`config.mk`:
```
export PLATFORM = sky130hd
export DESIGN_NAME = access_unit
export DESIGN_NICKNAME = d
export VERILOG_FILES = /design/src/hdl/mem_pkg.sv /design/src/hdl/access_unit.sv
export SDC_FILE = /design/constraint.sdc
export NUM_CORES = 1
export LEC_CHECK = 0
export BUFFER_PORTS_ARGS = -buffer_cell sky130_fd_sc_hd__buf_2
export CAP_MARGIN = 20
export CORE_UTILIZATION = 31
export DETAILED_ROUTE_END_ITERATION = 10
export GPL_TIMING_DRIVEN = 0
export PLACE_DENSITY = 0.95
export SLEW_MARGIN = 20
export SYNTH_ARGS = -nofsm -noshare
export SYNTH_HDL_FRONTEND = slang
export SYNTH_SLANG_ARGS = --single-unit
```
`constraint.sdc`:
```
create_clock -name vclk -period 2.8
set_input_delay 0.56 -clock vclk [all_inputs]
set_output_delay 0.56 -clock vclk [all_outputs]
set_load 0.02 [all_outputs]
```
`src/hdl/mem_pkg.sv`:
```
package mem_pkg;

    // Bus widths
    localparam int unsigned ADDR_W    = 32;
    localparam int unsigned DATA_W    = 32;
    localparam int unsigned NUM_BYTES = DATA_W / 8;  // Byte lanes per word

    // Cache geometry, kept small so sets fill up fast
    localparam int unsigned NUM_SETS = 16;
    localparam int unsigned NUM_WAYS = 4;
    localparam int unsigned WAY_W    = $clog2(NUM_WAYS);

    // Address fields: | tag | set index | byte offset |
    localparam int unsigned OFFSET_W = 2;
    localparam int unsigned INDEX_W  = $clog2(NUM_SETS);
    localparam int unsigned TAG_W    = ADDR_W - INDEX_W - OFFSET_W;

    // Per-way age counter, saturating
    localparam int unsigned AGE_W   = 2;
    localparam int unsigned AGE_MAX = NUM_WAYS - 1;

    // Backing store, 4 KB
    localparam int unsigned MEM_WORDS = 1024;
    localparam int unsigned MEM_IDX_W = $clog2(MEM_WORDS);  // Address bits 11:2

    // Shared types
    typedef logic [ADDR_W-1:0]    addr_t;
    typedef logic [DATA_W-1:0]    data_t;
    typedef logic [NUM_BYTES-1:0] be_t;

    // Power-up pattern seed, word k = base + 4k
    localparam data_t MEM_INIT_BASE = 32'h1000_0000;

    // Legal access sizes
    localparam be_t BE_BYTE = 4'b0001;
    localparam be_t BE_HALF = 4'b0011;
    localparam be_t BE_WORD = 4'b1111;

    // Load result for anything else
    localparam data_t BAD_SIZE_DATA = 32'hDEAD_BEEF;

endpackage

```
`src/hdl/access_unit.sv`:
```
`timescale 1ns/1ps

module access_unit (
    input  logic           req_i,
    input  logic           wr_en_i,
    input  mem_pkg::be_t   byte_en_i,
    input  logic           cache_hit_i,
    input  mem_pkg::data_t cache_word_i,
    input  mem_pkg::data_t mem_word_i,
    output logic           cache_req_o,  // Request with a legal size
    output mem_pkg::be_t   wr_mask_o,    // Common mask for cache and memory
    output logic           hit_o,
    output mem_pkg::data_t rd_data_o     // Formatted load result
);

    logic           size_byte;
    logic           size_half;
    logic           size_word;
    logic           size_ok;
    mem_pkg::data_t sel_word;

    // Size decode, only three codes are legal
    assign size_byte = (byte_en_i == mem_pkg::BE_BYTE);
    assign size_half = (byte_en_i == mem_pkg::BE_HALF);
    assign size_word = (byte_en_i == mem_pkg::BE_WORD);
    assign size_ok   = size_byte | size_half | size_word;

    assign cache_req_o = req_i & size_ok;
    assign wr_mask_o   = (cache_req_o && wr_en_i) ? byte_en_i : '0;

    // Illegal size never reports a hit
    assign hit_o = cache_req_o & cache_hit_i;

    // Line word on a hit, memory word otherwise
    assign sel_word = cache_hit_i ? cache_word_i : mem_word_i;

    // Zero-extend to the access size
    always_comb begin
        if (size_byte) begin
            rd_data_o = {{(mem_pkg::DATA_W-8){1'b0}}, sel_word[7:0]};
        end else if (size_half) begin
            rd_data_o = {{(mem_pkg::DATA_W-16){1'b0}}, sel_word[15:0]};
        end else if (size_word) begin
            rd_data_o = sel_word;
        end else begin
            rd_data_o = mem_pkg::BAD_SIZE_DATA;  // Rejected access
        end
    end

endmodule

```
* After elaboration in Yosys (flattened, before gate mapping)
Index checks and enable logic that the tools add are counted.
** Storage, ports and cells
- Bits in registers :: 0
- Input bits :: 71
- Output and inout port bits :: 38
- Word-level logic and storage cells :: 13
** Cells by class
- Equality and inequality tests :: 3
- Mux-type cells :: 5
- Bitwise operators :: 4
- Reductions and logical operators :: 1
** Operators with widths (count)
- two-way mux 32 bit :: 4
- equality test 4 x 1 -> 1 bit (second input constant) :: 1
- equality test 4 x 2 -> 1 bit (second input constant) :: 1
- equality test 4 bit (second input constant) :: 1
- two-way mux 4 bit :: 1
- bitwise AND 1 bit :: 2
- OR 1 bit :: 2
- logical AND 1 bit :: 1

* Depth between registers and ports, before layout
- Word-level depth :: 6
- Mapped depth :: 4
- Mapped depth without buffers :: 2

* Worst setup path before layout
No wires, ideal clock.
- Path kind :: input-to-output
- From :: in byte_en_i[3]
- To :: out rd_data_o[14]
- Data arrival time :: 1.651 ns
- Data required time :: 2.240 ns
- Setup slack :: 0.589 ns
- Stages :: 3
- Path buffers :: 1
- Cells stage by stage :: or3b_1 > buf_6 > a211oi_1
** On the way
- Longest elaborated chain between the ends :: 4
- Elaborated cells between the ends (all ways) :: 6
- Those cells by class :: eq/ne: 3; mux: 3
** RTL lines
- start: declaration :: RTL line access_unit.sv:6 : input mem_pkg::be_t byte_en_i,
- equality test 4 bit :: RTL line access_unit.sv:25 : assign size_word = (byte_en_i == mem_pkg::BE_WORD);
- two-way mux 32 bit :: RTL line access_unit.sv:43 : end else if (size_word) begin
- two-way mux 32 bit :: RTL line access_unit.sv:41 : end else if (size_half) begin
- two-way mux 32 bit (*) :: RTL line access_unit.sv:39 : if (size_byte) begin
- end: declaration :: RTL line access_unit.sv:13 : output mem_pkg::data_t rd_data_o
Mark *: on every way between the ends. The rest lies on a longest branch, timed or not.

* Worst setup path after layout
- From :: in byte_en_i[3]
- To :: out rd_data_o[11]
Same word-level chain as after synthesis.

==> results.cfg <==
[floorplanning]
num_io_pins = 109
die_area_sq_um = 2240
start_util = 0.328
core-area_sq_um = 1940
dieHeight_um = 47.3
num_rows = 16
fp.dieW_um = 47.3

[synthesis]
synth-compound-area-share = 0.271
synthMuxAreaShare = 0.503
synth-warning-count = 0
syn-num-nets = 161
synth_xor_area_frac = 0
ys_seq_area_frac = 0
synth_adder_area_share = 0
avgSynthCellArea_sq_um = 7.08
synth_top_family_by_area = multiplexers
synthDistinctLibCells = 19
yosys.area_share.simple = 0.132
synth_cells = 90
syn_area_sq_um = 637

[timing]
timing.slew.headroom = 0.698
setup_viol = 0
final-max-slew-violation-count = 0
fin_crit_ns = 2.31
rsz0062_at_grt = no
hold_ws_ns = 1.46
timing.final.crit_share = 0.824
worst_slew_pin_slew_ns = 0.453
max_clock_freq_mhz = 434
finalSetupTns_ns = 0
hold_violations = 0

[power_and_ir_drop]
switching_share = 0.523
power.internal_mw = 0.0835
combPwrFrac = 1.000
p_per_area_nw_per_um2 = 145
clockPowerShare = 0
p_seq_frac = 0
total_leakage_power_nw = 0.699
switchingPower_mw = 0.0916
peakVddDrop_mv = 0.0844

[global_route]
grt_max_degree = 11
grt_pass1_vias = 764
antenna_found_initial = 0
grt_remaining_overflow = 0
grt_usage = 0.189
grt_pass1_wl_um = 3140

[placed_design]
io_buffers = 108
routabilityCongestion = 0.670
hpwlAfterDp_um = 2330

[setup_path]
critical-path-top-delay-family = buffers and inverters
cpMostUsedCell = buf_2
end_kind = primary output
cp-start-kind = primary input
critPathBufInv = 3
cp.required_ns = 2.24
critical_path.max_fanout = 10
crit_arrival_ns = 1.75
path_cells = buf_2, nor3b_2, clkbuf_1, o22ai_1, buf_2
cpPeakStageDelay_ns = 0.41
critPathSlowestCell = clkbuf_1
crit_type = in2out

[hold_path]
worstHoldStart = mem_word_i[5]
hold_path_class = in2out
whs_endpoint = rd_data_o[5]
holdPathStages = 4

[cts]
cts_setup_buffers = 0
ctsHoldBuffers = 0
cts_resized = 0

[final_layout]
num-nets-final = 271
drive_gt1_frac = 0.586
n_clock_buffer = 0
regArea_sq_um = 0
syn_to_final_growth_pct = 90.2
nFlopsAndLatches = 0
antenna_cells = 0

[run]
drv_cap = 0

[drt]
drc = 0
drt_iter0_drc = 25
ant_nets = 0
routedWlPerCell_um = 12.3
num_vias = 1078
wl_um = 2760
post_drt_via_cell_ratio = 4.79
first_pass_iters = 4

[run_status]
status = completed
-- cell type report --
type	instances	area (sq um)
fillers	204	731
plain buffers	11	56.3
well taps	27	33.8
inverters	1	3.75
repair buffers	108	541
multi-input cells	78	577
-- worst max-delay path by stage --
stage | from | to | depth (start not counted)
2_1_floorplan | byte_en_i[3] | rd_data_o[14] | 3
3_3_place_gp | byte_en_i[3] | rd_data_o[9] | 5
3_5_place_dp | byte_en_i[3] | rd_data_o[11] | 5
4_1_cts | byte_en_i[3] | rd_data_o[11] | 5
5_1_grt | byte_en_i[3] | rd_data_o[5] | 5
6_report | byte_en_i[3] | rd_data_o[11] | 5
-- cell usage after synthesis --
cell type / n / share of area
o21ai_1: 1 / 0.0079
buf_2: 6 / 0.047
o22ai_1: 6 / 0.059
nand2_1: 2 / 0.012
and4_1: 1 / 0.014
clkbuf_1: 4 / 0.024
nor3b_2: 1 / 0.020
nor4b_1: 1 / 0.014
inv_1: 1 / 0.0059
buf_6: 1 / 0.018
nor2_1: 7 / 0.041
a21oi_1: 14 / 0.11
o21ai_0: 6 / 0.047
mux2i_1: 32 / 0.50
nand3_1: 1 / 0.0079
nand4_1: 1 / 0.0098
a211oi_1: 3 / 0.035
a21boi_1: 1 / 0.012
or3b_1: 1 / 0.014
-- routing by layer --
layer / global-route usage / vias up / part of all wire / wire length [um]
li1: - / 559 / - / -
met1: 0.234 / 462 / 0.42 / 1160
met2: 0.375 / 57 / 0.49 / 1370
met3: 0.00769 / 0 / 0.086 / 238
met4: 0 / 0 / 0 / 0
met5: 0 / - / 0 / 0
-- cells by family after synthesis --
family,after synthesis
muxes,32
and+or+nand+nor,15
buffers and inverters,12
AOI/OAI and AO/OA,31
-- placed cells by master (no fill, tap or decap) --
cell / n
buf_6: 1
a211oi_1: 3
nor3b_2: 1
o22ai_1: 6
o21ai_1: 1
and4_1: 1
o21ai_0: 6
clkbuf_1: 4
or3b_1: 1
nand2_1: 2
nand3_1: 1
buf_2: 114
a21oi_1: 14
nor2_1: 7
nor4b_1: 1
inv_1: 1
nand4_1: 1
a21boi_1: 1
mux2i_1: 32
-- through the flow --
stage	power, mW	instance area, sq um	instances	util	setup WS [ns]
floorplan	0.0939	637	90	-	0.589
global placement	0.171	1210	225	0.624	0.539
detailed placement	0.174	1210	225	0.624	0.530
CTS	0.175	1210	225	0.624	0.527
global route	0.191	1210	225	0.624	0.408
finish	0.175	1210	225	0.624	0.494
-- worst min-delay path, cell delays in order --
cell and delay [ns]:
buf_2 0.08, mux2i_1 0.05, o21ai_0 0.06, buf_2 0.16
-- power by group through the flow --
stage	clock network [mW]	registers, mW	logic, mW
finish	0	0	0.175
global route	0	0	0.191
CTS	0	0	0.175
detailed placement	0	0	0.174
global placement	0	0	0.171
floorplan	0	0	0.0939
Note: power is estimated with default switching activity, not from simulation.
