## src/hdl/mem_pkg.sv

```systemverilog
package mem_pkg;

    // Bus widths
    localparam int unsigned ADDR_W    = 32;
    localparam int unsigned DATA_W    = 32;
    localparam int unsigned NUM_BYTES = DATA_W / 8;  // Byte lanes per word

    // Cache geometry, kept small so sets fill up fast
    localparam int unsigned NUM_SETS = 16;
    localparam int unsigned NUM_WAYS = 4;
    localparam int unsigned WAY_W    = $clog2(NUM_WAYS);

    // Address fields: | tag | set index | byte offset |
    localparam int unsigned OFFSET_W = 2;
    localparam int unsigned INDEX_W  = $clog2(NUM_SETS);
    localparam int unsigned TAG_W    = ADDR_W - INDEX_W - OFFSET_W;

    // Per-way age counter, saturating
    localparam int unsigned AGE_W   = 2;
    localparam int unsigned AGE_MAX = NUM_WAYS - 1;

    // Backing store, 4 KB
    localparam int unsigned MEM_WORDS = 1024;
    localparam int unsigned MEM_IDX_W = $clog2(MEM_WORDS);  // Address bits 11:2

    // Shared types
    typedef logic [ADDR_W-1:0]    addr_t;
    typedef logic [DATA_W-1:0]    data_t;
    typedef logic [NUM_BYTES-1:0] be_t;

    // Power-up pattern seed, word k = base + 4k
    localparam data_t MEM_INIT_BASE = 32'h1000_0000;

    // Legal access sizes
    localparam be_t BE_BYTE = 4'b0001;
    localparam be_t BE_HALF = 4'b0011;
    localparam be_t BE_WORD = 4'b1111;

    // Load result for anything else
    localparam data_t BAD_SIZE_DATA = 32'hDEAD_BEEF;

endpackage

```

## src/hdl/l1_set_assoc_cache.sv

```systemverilog
`timescale 1ns/1ps

module l1_set_assoc_cache (
    input  logic           clk,
    input  logic           rst_n_i,
    input  logic           req_i,        // Legal access this cycle
    input  mem_pkg::addr_t addr_i,
    input  mem_pkg::data_t wr_data_i,
    input  mem_pkg::be_t   wr_mask_i,    // Zero on reads
    input  mem_pkg::data_t mem_word_i,   // Refill source on a miss
    output logic           hit_o,
    output mem_pkg::data_t rd_word_o     // Raw line word, not formatted
);

    // Storage per set and way
    logic [mem_pkg::TAG_W-1:0]    tag_q   [mem_pkg::NUM_SETS][mem_pkg::NUM_WAYS];
    mem_pkg::data_t               data_q  [mem_pkg::NUM_SETS][mem_pkg::NUM_WAYS];
    logic [mem_pkg::NUM_WAYS-1:0] valid_q [mem_pkg::NUM_SETS];
    logic [mem_pkg::AGE_W-1:0]    age_q   [mem_pkg::NUM_SETS][mem_pkg::NUM_WAYS];

    // Address split
    logic [mem_pkg::TAG_W-1:0]   tag;
    logic [mem_pkg::INDEX_W-1:0] set_idx;

    // Lookup and replacement
    logic [mem_pkg::NUM_WAYS-1:0] way_hit;
    logic [mem_pkg::WAY_W-1:0]    hit_way;
    logic [mem_pkg::WAY_W-1:0]    victim_way;
    logic [mem_pkg::AGE_W-1:0]    victim_age;
    logic [mem_pkg::WAY_W-1:0]    use_way;    // Way that becomes youngest
    mem_pkg::data_t               fill_word;

    assign tag     = addr_i[mem_pkg::ADDR_W-1 -: mem_pkg::TAG_W];
    assign set_idx = addr_i[mem_pkg::OFFSET_W +: mem_pkg::INDEX_W];

    // Tag compare across all ways of the set
    always_comb begin
        way_hit = '0;
        hit_way = '0;
        for (int w = 0; w < mem_pkg::NUM_WAYS; w++) begin
            way_hit[w] = valid_q[set_idx][w] && (tag_q[set_idx][w] == tag);
            if (way_hit[w]) begin
                hit_way = mem_pkg::WAY_W'(w);  // At most one way matches
            end
        end
    end

    assign hit_o     = |way_hit;
    assign rd_word_o = hit_o ? data_q[set_idx][hit_way] : '0;

    // Victim = oldest way, lowest index on a tie
    always_comb begin
        victim_way = '0;
        victim_age = age_q[set_idx][0];
        for (int w = 1; w < mem_pkg::NUM_WAYS; w++) begin
            if (age_q[set_idx][w] > victim_age) begin  // Strict, keeps lower index
                victim_age = age_q[set_idx][w];
                victim_way = mem_pkg::WAY_W'(w);
            end
        end
    end

    assign use_way = hit_o ? hit_way : victim_way;

    // Refill word with write bytes merged in
    always_comb begin
        for (int b = 0; b < mem_pkg::NUM_BYTES; b++) begin
            fill_word[8*b +: 8] = wr_mask_i[b] ? wr_data_i[8*b +: 8]
                                               : mem_word_i[8*b +: 8];
        end
    end

    // Valid bits and LRU ages
    always_ff @(posedge clk) begin
        if (!rst_n_i) begin
            for (int s = 0; s < mem_pkg::NUM_SETS; s++) begin
                valid_q[s] <= '0;
                for (int w = 0; w < mem_pkg::NUM_WAYS; w++) begin
                    age_q[s][w] <= '0;
                end
            end
        end else if (req_i) begin
            valid_q[set_idx][use_way] <= 1'b1;  // Already set on a hit
            for (int w = 0; w < mem_pkg::NUM_WAYS; w++) begin
                if (mem_pkg::WAY_W'(w) == use_way) begin
                    age_q[set_idx][w] <= '0;  // Most recently used
                end else if (age_q[set_idx][w] < mem_pkg::AGE_W'(mem_pkg::AGE_MAX)) begin
                    age_q[set_idx][w] <= age_q[set_idx][w] + 1'b1;
                end
            end
        end
    end

    // Tags and line data
    always_ff @(posedge clk) begin
        if (req_i) begin
            if (hit_o) begin
                // Write hit, patch only the enabled lanes
                for (int b = 0; b < mem_pkg::NUM_BYTES; b++) begin
                    if (wr_mask_i[b]) begin
                        data_q[set_idx][hit_way][8*b +: 8] <= wr_data_i[8*b +: 8];
                    end
                end
            end else begin
                // Miss, allocate over the victim (reads and writes alike)
                tag_q[set_idx][victim_way]  <= tag;
                data_q[set_idx][victim_way] <= fill_word;
            end
        end
    end

endmodule

```

## config.mk

```make
export PLATFORM = sky130hd
export DESIGN_NAME = l1_set_assoc_cache
export DESIGN_NICKNAME = d
export VERILOG_FILES = /design/src/hdl/mem_pkg.sv /design/src/hdl/l1_set_assoc_cache.sv
export SDC_FILE = /design/constraint.sdc
export NUM_CORES = 2
export LEC_CHECK = 0
export ABC_AREA = 1
export ABC_CLOCK_PERIOD_IN_PS = 11700
export BUFFER_PORTS_ARGS = -buffer_cell sky130_fd_sc_hd__buf_2
export CORE_ASPECT_RATIO = 0.8
export CORE_MARGIN = 4
export CORE_UTILIZATION = 50
export DETAILED_ROUTE_END_ITERATION = 8
export GPL_TIMING_DRIVEN = 1
export PLACE_DENSITY = 0.72
export SETUP_SLACK_MARGIN = 0.02
export SYNTH_ARGS = -nofsm -noshare
export SYNTH_HDL_FRONTEND = slang
export SYNTH_SLANG_ARGS = --single-unit
```

## constraint.sdc

```tcl
create_clock -name clk -period 11.7 [get_ports clk]
set_input_delay 0.585 -clock clk [delete_from_list [all_inputs] [get_ports clk]]
set_output_delay 0.585 -clock clk [all_outputs]
set_load 0.005 [all_outputs]
```

======== Yosys cells after proc, flatten, opt, wreduce, memory -nomap -nowiden ========
Memories as Yosys holds them, arrays and structs flattened.
Cells that the tools add are included.
word-level totals
  register bits after elaboration ......... 0
  bits in writable memories ............... 3904
  input port bits ......................... 103
  output and inout bits ................... 33
  memories ................................ 4
memory list
  memory   words  width  read ports  clocked after memory_dff  write ports  line                      RTL
  data_q   16     128    1           0                         1            l1_set_assoc_cache.sv:17  mem_pkg::data_t data_q [mem_pkg::NUM_SETS][mem_pkg::NUM_WAYS];
  tag_q    16     104    1           0                         1            l1_set_assoc_cache.sv:16  logic [mem_pkg::TAG_W-1:0] tag_q [mem_pkg::NUM_SETS][mem_pkg::NUM_WAYS];
  age_q    16     8      1           0                         16           l1_set_assoc_cache.sv:19  logic [mem_pkg::AGE_W-1:0] age_q [mem_pkg::NUM_SETS][mem_pkg::NUM_WAYS];
  valid_q  16     4      1           0                         16           l1_set_assoc_cache.sv:18  logic [mem_pkg::NUM_WAYS-1:0] valid_q [mem_pkg::NUM_SETS];
cells by class
  add/subtract/negate cells ............... 4
  $lt $le $gt $ge ......................... 13
  equality and inequality tests ........... 7
  mux-type cells .......................... 613
  bitwise operators ....................... 518
  reductions and logical operators ........ 11
operators by type and width
  operator                                                   number
  two-way mux 128 bit                                        5
  two-way mux 1 bit                                          568
  bitwise OR 1 bit                                           516
  demux 32 bit (select 2 bit)                                5
  two-way mux 32 bit                                         5
  equality test 26 bit                                       4
  two-way mux 104 bit                                        1
  binary-select mux 32 bit (select 2 bit)                    1
  demux 26 bit (select 2 bit)                                1
  two-way mux 8 bit                                          6
  two-way mux 26 bit                                         1
  two-way mux 24 bit                                         1
  two-way mux 4 bit                                          6
  two-way mux 2 bit                                          11
  two-way mux 16 bit                                         1
  adder 2 x 1 -> 2 bit (second input constant)               4
  < comparator 2 bit (second input constant)                 4
  OR reduction 4 bit                                         2
  OR reduction 8 bit                                         1
  logical AND 1 bit                                          7
  greater-or-equal comparator 3 bit (second input constant)  2
  greater-than comparator 2 bit                              3
  < comparator 3 x 1 -> 1 bit (second input constant)        2
  NOT 2 -> 3 bit                                             2
  other kinds (6)                                            7

======== Depth between registers and ports, before layout ========
An unclocked memory read counts as a cell.
  depth in word-level cells ............... 16
  depth in mapped cells ................... 40

======== Worst setup path before layout ========
No wires, ideal clock.
  path type ............................... input port to flip-flop
  start ................................... input addr_i[4]
  end ..................................... memory tag_q[0][100] (netlist name) (enable)
  arrival ................................. 6194 ps
  path slack .............................. 5097 ps
  cell stages on the path ................. 28
  buffers on the path ..................... 6
  cell sequence ........................... inv_1 -> nor2_2 -> clkbuf_1 -> clkbuf_1 -> clkbuf_1 -> clkbuf_1 -> clkbuf_1 -> nand2_1 -> nand4_1 -> inv_1 -> ha_1 -> nor2_1 -> nor2_1 -> a21oi_1 -> o21ai_0 -> ha_1 -> a21oi_1 -> inv_1 -> nand2_1 -> o21ai_0 -> ha_1 -> a22oi_1 -> a21oi_1 -> nand2_1 -> nor2_4 -> inv_2 -> clkbuf_1 -> nor2_1
between the ends
  word-level cells in the longest chain between the ends .. 13
ends and longest elaborated chain
  what                                                                                                    line                       RTL
  from (decl)                                                                                             l1_set_assoc_cache.sv:7    input mem_pkg::addr_t addr_i,
  memory (16 x 8 bit)                                                                                     n/a
  greater-than comparator 2 bit                                                                           l1_set_assoc_cache.sv:56   if (age_q[set_idx][w] > victim_age) begin
  two-way mux 2 bit                                                                                       l1_set_assoc_cache.sv:56
  greater-than comparator 2 bit                                                                           l1_set_assoc_cache.sv:56
  two-way mux 2 bit                                                                                       l1_set_assoc_cache.sv:56
  greater-than comparator 2 bit                                                                           l1_set_assoc_cache.sv:56
  two-way mux 2 bit                                                                                       l1_set_assoc_cache.sv:56
  NOT 2 -> 3 bit (not written as such)                                                                    l1_set_assoc_cache.sv:106  tag_q[set_idx][victim_way] <= tag;
  greater-or-equal comparator 3 bit (not written as such) or < comparator 3 x 1 -> 1 bit (tied branches)  l1_set_assoc_cache.sv:106
  logical AND 1 bit (not written as such)                                                                 l1_set_assoc_cache.sv:106
  two-way mux 26 bit (not written as such)                                                                l1_set_assoc_cache.sv:106
  demux 26 bit (select 2 bit)                                                                             l1_set_assoc_cache.sv:106
  two-way mux 104 bit (not written as such)                                                               l1_set_assoc_cache.sv:106
  to (decl)                                                                                               l1_set_assoc_cache.sv:16
Parallel ways exist; a longest one is shown, timed or not.

======== Worst setup path after layout ========
  start ................................... input addr_i[2]
  end ..................................... output rd_word_o[1]
between the ends
  word-level cells in the longest chain between the ends .. 11
ends and longest elaborated chain
  what                                                    line                      RTL
  memory (16 x 104 bit)                                   n/a
  equality test 26 bit                                    l1_set_assoc_cache.sv:41  way_hit[w] = valid_q[set_idx][w] && (tag_q[set_idx][w] == tag);
  logical AND 1 bit                                       l1_set_assoc_cache.sv:41
  two-way mux 1 bit                                       l1_set_assoc_cache.sv:42  if (way_hit[w]) begin
  two-way mux 2 bit (2 in series)                         l1_set_assoc_cache.sv:42
  NOT 2 -> 3 bit (not written as such)                    l1_set_assoc_cache.sv:49  assign rd_word_o = hit_o ? data_q[set_idx][hit_way] : '0;
  binary-select mux 32 bit (select 2 bit)                 l1_set_assoc_cache.sv:49
  two-way mux 32 bit (not written as such) (2 in series)  l1_set_assoc_cache.sv:49
  two-way mux 32 bit *                                    l1_set_assoc_cache.sv:49
  to (decl)                                               l1_set_assoc_cache.sv:12  output mem_pkg::data_t rd_word_o
Every way passes the cells marked *; elsewhere a longest branch is shown, timed or not. The select of a mux whose other input is x is not followed.

==> key figures <==
Synth
  • Seq/Total Area, Yosys: 0.753
  • Syn_nets: 12500
  • Async SR Flop Fraction: 0
  • Syn Std Cell Area: 155000 µm²
  • Post-synth cell types: 38
  • Synth Register Bits: 3904
  • YS warnings: 0
  • Synth Instances: 12400
  • Compound-Gate Fraction of Synth Area: 0.0860
  • Largest family of logic cells by synthesized area: simple AND/OR/NAND/NOR gates
  • EDFF count, synth: between 3000 and 4000
  • Adder and majority gate portion of the synthesized area: 0.000970
  • Avg Cell Area, Syn: 12.5 µm²
  • Post-synthesis mux area share: 0
  • Synth Area in Simple Gates: 0.134
  • Post-synth top flop: edfxtp_1
  • Post-Synth XOR/XNOR Area: 0

Place
  • Placed Instances: 16100
  • IO buf count: 133
  • Routability congestion estimate from global placement: about 0.89
  • DP HPWL: around 250000 µm
  • Placed Area: 160000 µm²

Run
  • Max-cap violations: 0

Routing
  • Initial DRT Pass Iterations: 8
  • Detailed-route wire length per cell: 25.9 µm
  • Final WL: 436000 µm
  • Detail Route Antenna Nets: 0
  • Detailed Route Iter0 Violations: 15700
  • Via count of the routed design: 102000
  • Via/cell ratio: 6.06
  • DRC Markers: 0

Floorplanning
  • Std-Cell Rows: 182
  • Initial core utilization: 0.503
  • Die W: roughly 630 µm
  • Full die area: roughly 320000 µm²
  • Die Y: between 500 and 600 µm
  • CORE AREA: 308000 µm²
  • Io pins: 136

Final layout
  • Final instance area: 172000 µm²
  • Nets: approximately 12000
  • Proportion of layout cells with a drive suffix above 1: 0.0808
  • Area Overhead vs Synth: 11.0%
  • Most frequent cells in the layout: nand2_1, edfxtp_1, o22ai_1
  • Non-filler cells, final: 16800
  • Final Util: 0.558
  • Commonest non-fill, non-tap cell in the layout: nand2_1

CTS
  • Worst skew pair latency: 0.94 ns
  • TritonCTS buffer count: 381
  • CTS max path bufs: 4
  • Clock Root Buffer: clkbuf_16
  • CTS tree: yes
  • Clk sinks: 3904
  • Worst-path clk slew: 0.06 ns
  • CTS H-tree lvls: 5
  • Postcts setup bufs: 0

Timing
  • Slew Limit Fails: 0
  • Tmin final: 8.64 ns
  • Tightest Pin Transition: around 1.4 ns
  • Period utilisation layout: 0.738
  • Final setup violation count: 0
  • Final setup TNS: 0 ns
  • Unrepaired setup endpoints after global routing: no
  • Fmax achieved: about 120 MHz
  • Final Hold Viols: 0
  • Rel. slew slack: 0.0540
  • Layout Skew: slightly below 0.09 ns

GRT
  • Largest net degree at the start of global routing: about 160
  • Total GRT Usage: 0.264
  • GRT Residual Overflow: 0
  • Vias in the first global route: 93000
  • Antenna violations before repair: 44
  • First-pass GRT wire length: 628000 µm

Worst setup path
  • WS Path Type: in2out
  • Crit end category: primary output
  • CP arrival: 8.05 ns
  • Critical path startpoint category: input pin
  • Critical path peak fanout: 143
  • Crit path required time: 11.12 ns

Run status
  • Status: finished, final reports clean

Power
  • Lkg Pwr: 60.0 nW
  • Max IR drop VDD: 0.138 mV
  • PD cells: 179 nW/µm²

Min path
  • Hold/Removal Path Class: in2reg
-- flip-flops by register name (all words and copies together), names as in the netlist --
name	count
valid_q	64
data_q	2048
tag_q	1664
age_q	128
-- area by class of cell --
class | count | area (µm²)
clock inverter | 208 | 1800
multi-input combinational | 7506 | 34600
fill | 24100 | 136000
inverter | 212 | 857
sequential | 3904 | 117000
clock buffer | 479 | 10100
timing repair buffer | 372 | 2690
antenna | 23 | 57.6
tap | 4140 | 5180
-- Yosys cell counts (2+ instances only) --
master | n | area share
o21ai_1 | 115 | 0.0037
inv_2 | 15 | 0.00036
a22o_1 | 20 | 0.0011
nand3_2 | 10 | 0.00065
buf_2 | 254 | 0.0082
dfxtp_1 | 64 | 0.0083
buf_1 | 62 | 0.0015
ha_1 | 12 | 0.00097
nand4_2 | 2 | 0.00016
nand4_1 | 187 | 0.0076
o221ai_1 | 75 | 0.0042
clkinv_1 | 2 | 0.000049
nor3_1 | 17 | 0.00055
a21oi_1 | 307 | 0.0099
a221oi_1 | 33 | 0.0019
and3_1 | 13 | 0.00053
nor2_4 | 12 | 0.00087
edfxtp_1 | 3840 | 0.74
o22a_1 | 66 | 0.0037
nand3b_1 | 2 | 0.000097
o22ai_1 | 912 | 0.037
inv_1 | 195 | 0.0047
a211oi_1 | 11 | 0.00053
nand3_1 | 201 | 0.0065
nand2_2 | 8 | 0.00032
a22oi_1 | 71 | 0.0034
a21oi_2 | 5 | 0.00028
o211ai_1 | 7 | 0.00034
o21ai_0 | 618 | 0.020
nor2_2 | 4 | 0.00016
clkbuf_1 | 417 | 0.010
buf_4 | 23 | 0.0011
nor2_1 | 623 | 0.015
nand2_1 | 4170 | 0.10
nand2_4 | 2 | 0.00015
-- worst max-delay path, cell delays in order --
cell	delay, ns
buf_8	0.28
inv_8	0.66
buf_4	0.73
buf_4	0.85
buf_4	0.57
nand2_1	0.09
nand2_1	0.08
nand2_1	0.05
nand2_1	0.11
nand2_1	0.07
nand2_1	0.24
nor2_1	0.07
nand2_1	0.06
nand2_1	0.05
inv_1	0.05
nand2_1	0.06
nor2_1	0.17
nand3_1	0.14
nor2_4	0.36
buf_4	0.52
nor3_4	0.08
buf_4	0.37
a211oi_1	1.16
buf_2	0.29
-- report_power, final --
group,internal (W),total (W),switching [W]
logic,0.000508,0.00271,0.00220
clock network,0.00664,0.0119,0.00521
registers,0.0161,0.0162,0.0000478
total,0.0233,0.0307,0.00746
-- timing repair --
item / in CTS / in global routing
gates resized for setup: 0 / 0
endpoints found under the hold margin: 5 / 0
hold buffers: 1 / 0
-- logic make-up after synthesis --
logic type / count (synthesis)
simple gates: 5254
flops: 3904
compound gates: 2240
buf+inv: 968
fa+ha+maj: 12
-- through the flow --
stage	hold slack [ns]	power, W	setup WS (ns)
after detailed placement	0.442	0.0191	2.48
after global routing	0.0752	0.0315	2.67
after global placement	0.434	0.0190	2.49
after floorplan	0.425	0.0179	5.10
final	0.0995	0.0307	3.06
after CTS	0.0562	0.0307	3.39
-- final timing paths --
| check | start | end | slack [ns] | cells past startpoint |
|---|---|---|---|---|
| max | addr_i[2] | rd_word_o[1] | 3.06 | 24 |
| min | addr_i[26] | tag_q[4][20]$_DFFE_PP_ | 0.1 | 1 |
| max reg2reg | age_q[9][4]$_SDFFCE_PN0P_ | tag_q[4][83]$_DFFE_PP_ | 4.49 | 23 |
| min reg2reg | valid_q[1][1]$_DFF_P_ | valid_q[1][1]$_DFF_P_ | 0.45 | 2 |
-- metal layers --
layer / GRT usage / wire length [µm]
met1: 0.386 / 168000
met2: 0.381 / 188000
met3: 0.0631 / 59400
met4: 0.113 / 20600
met5: 0 / 91
Note: power is estimated with default switching activity, not from simulation.
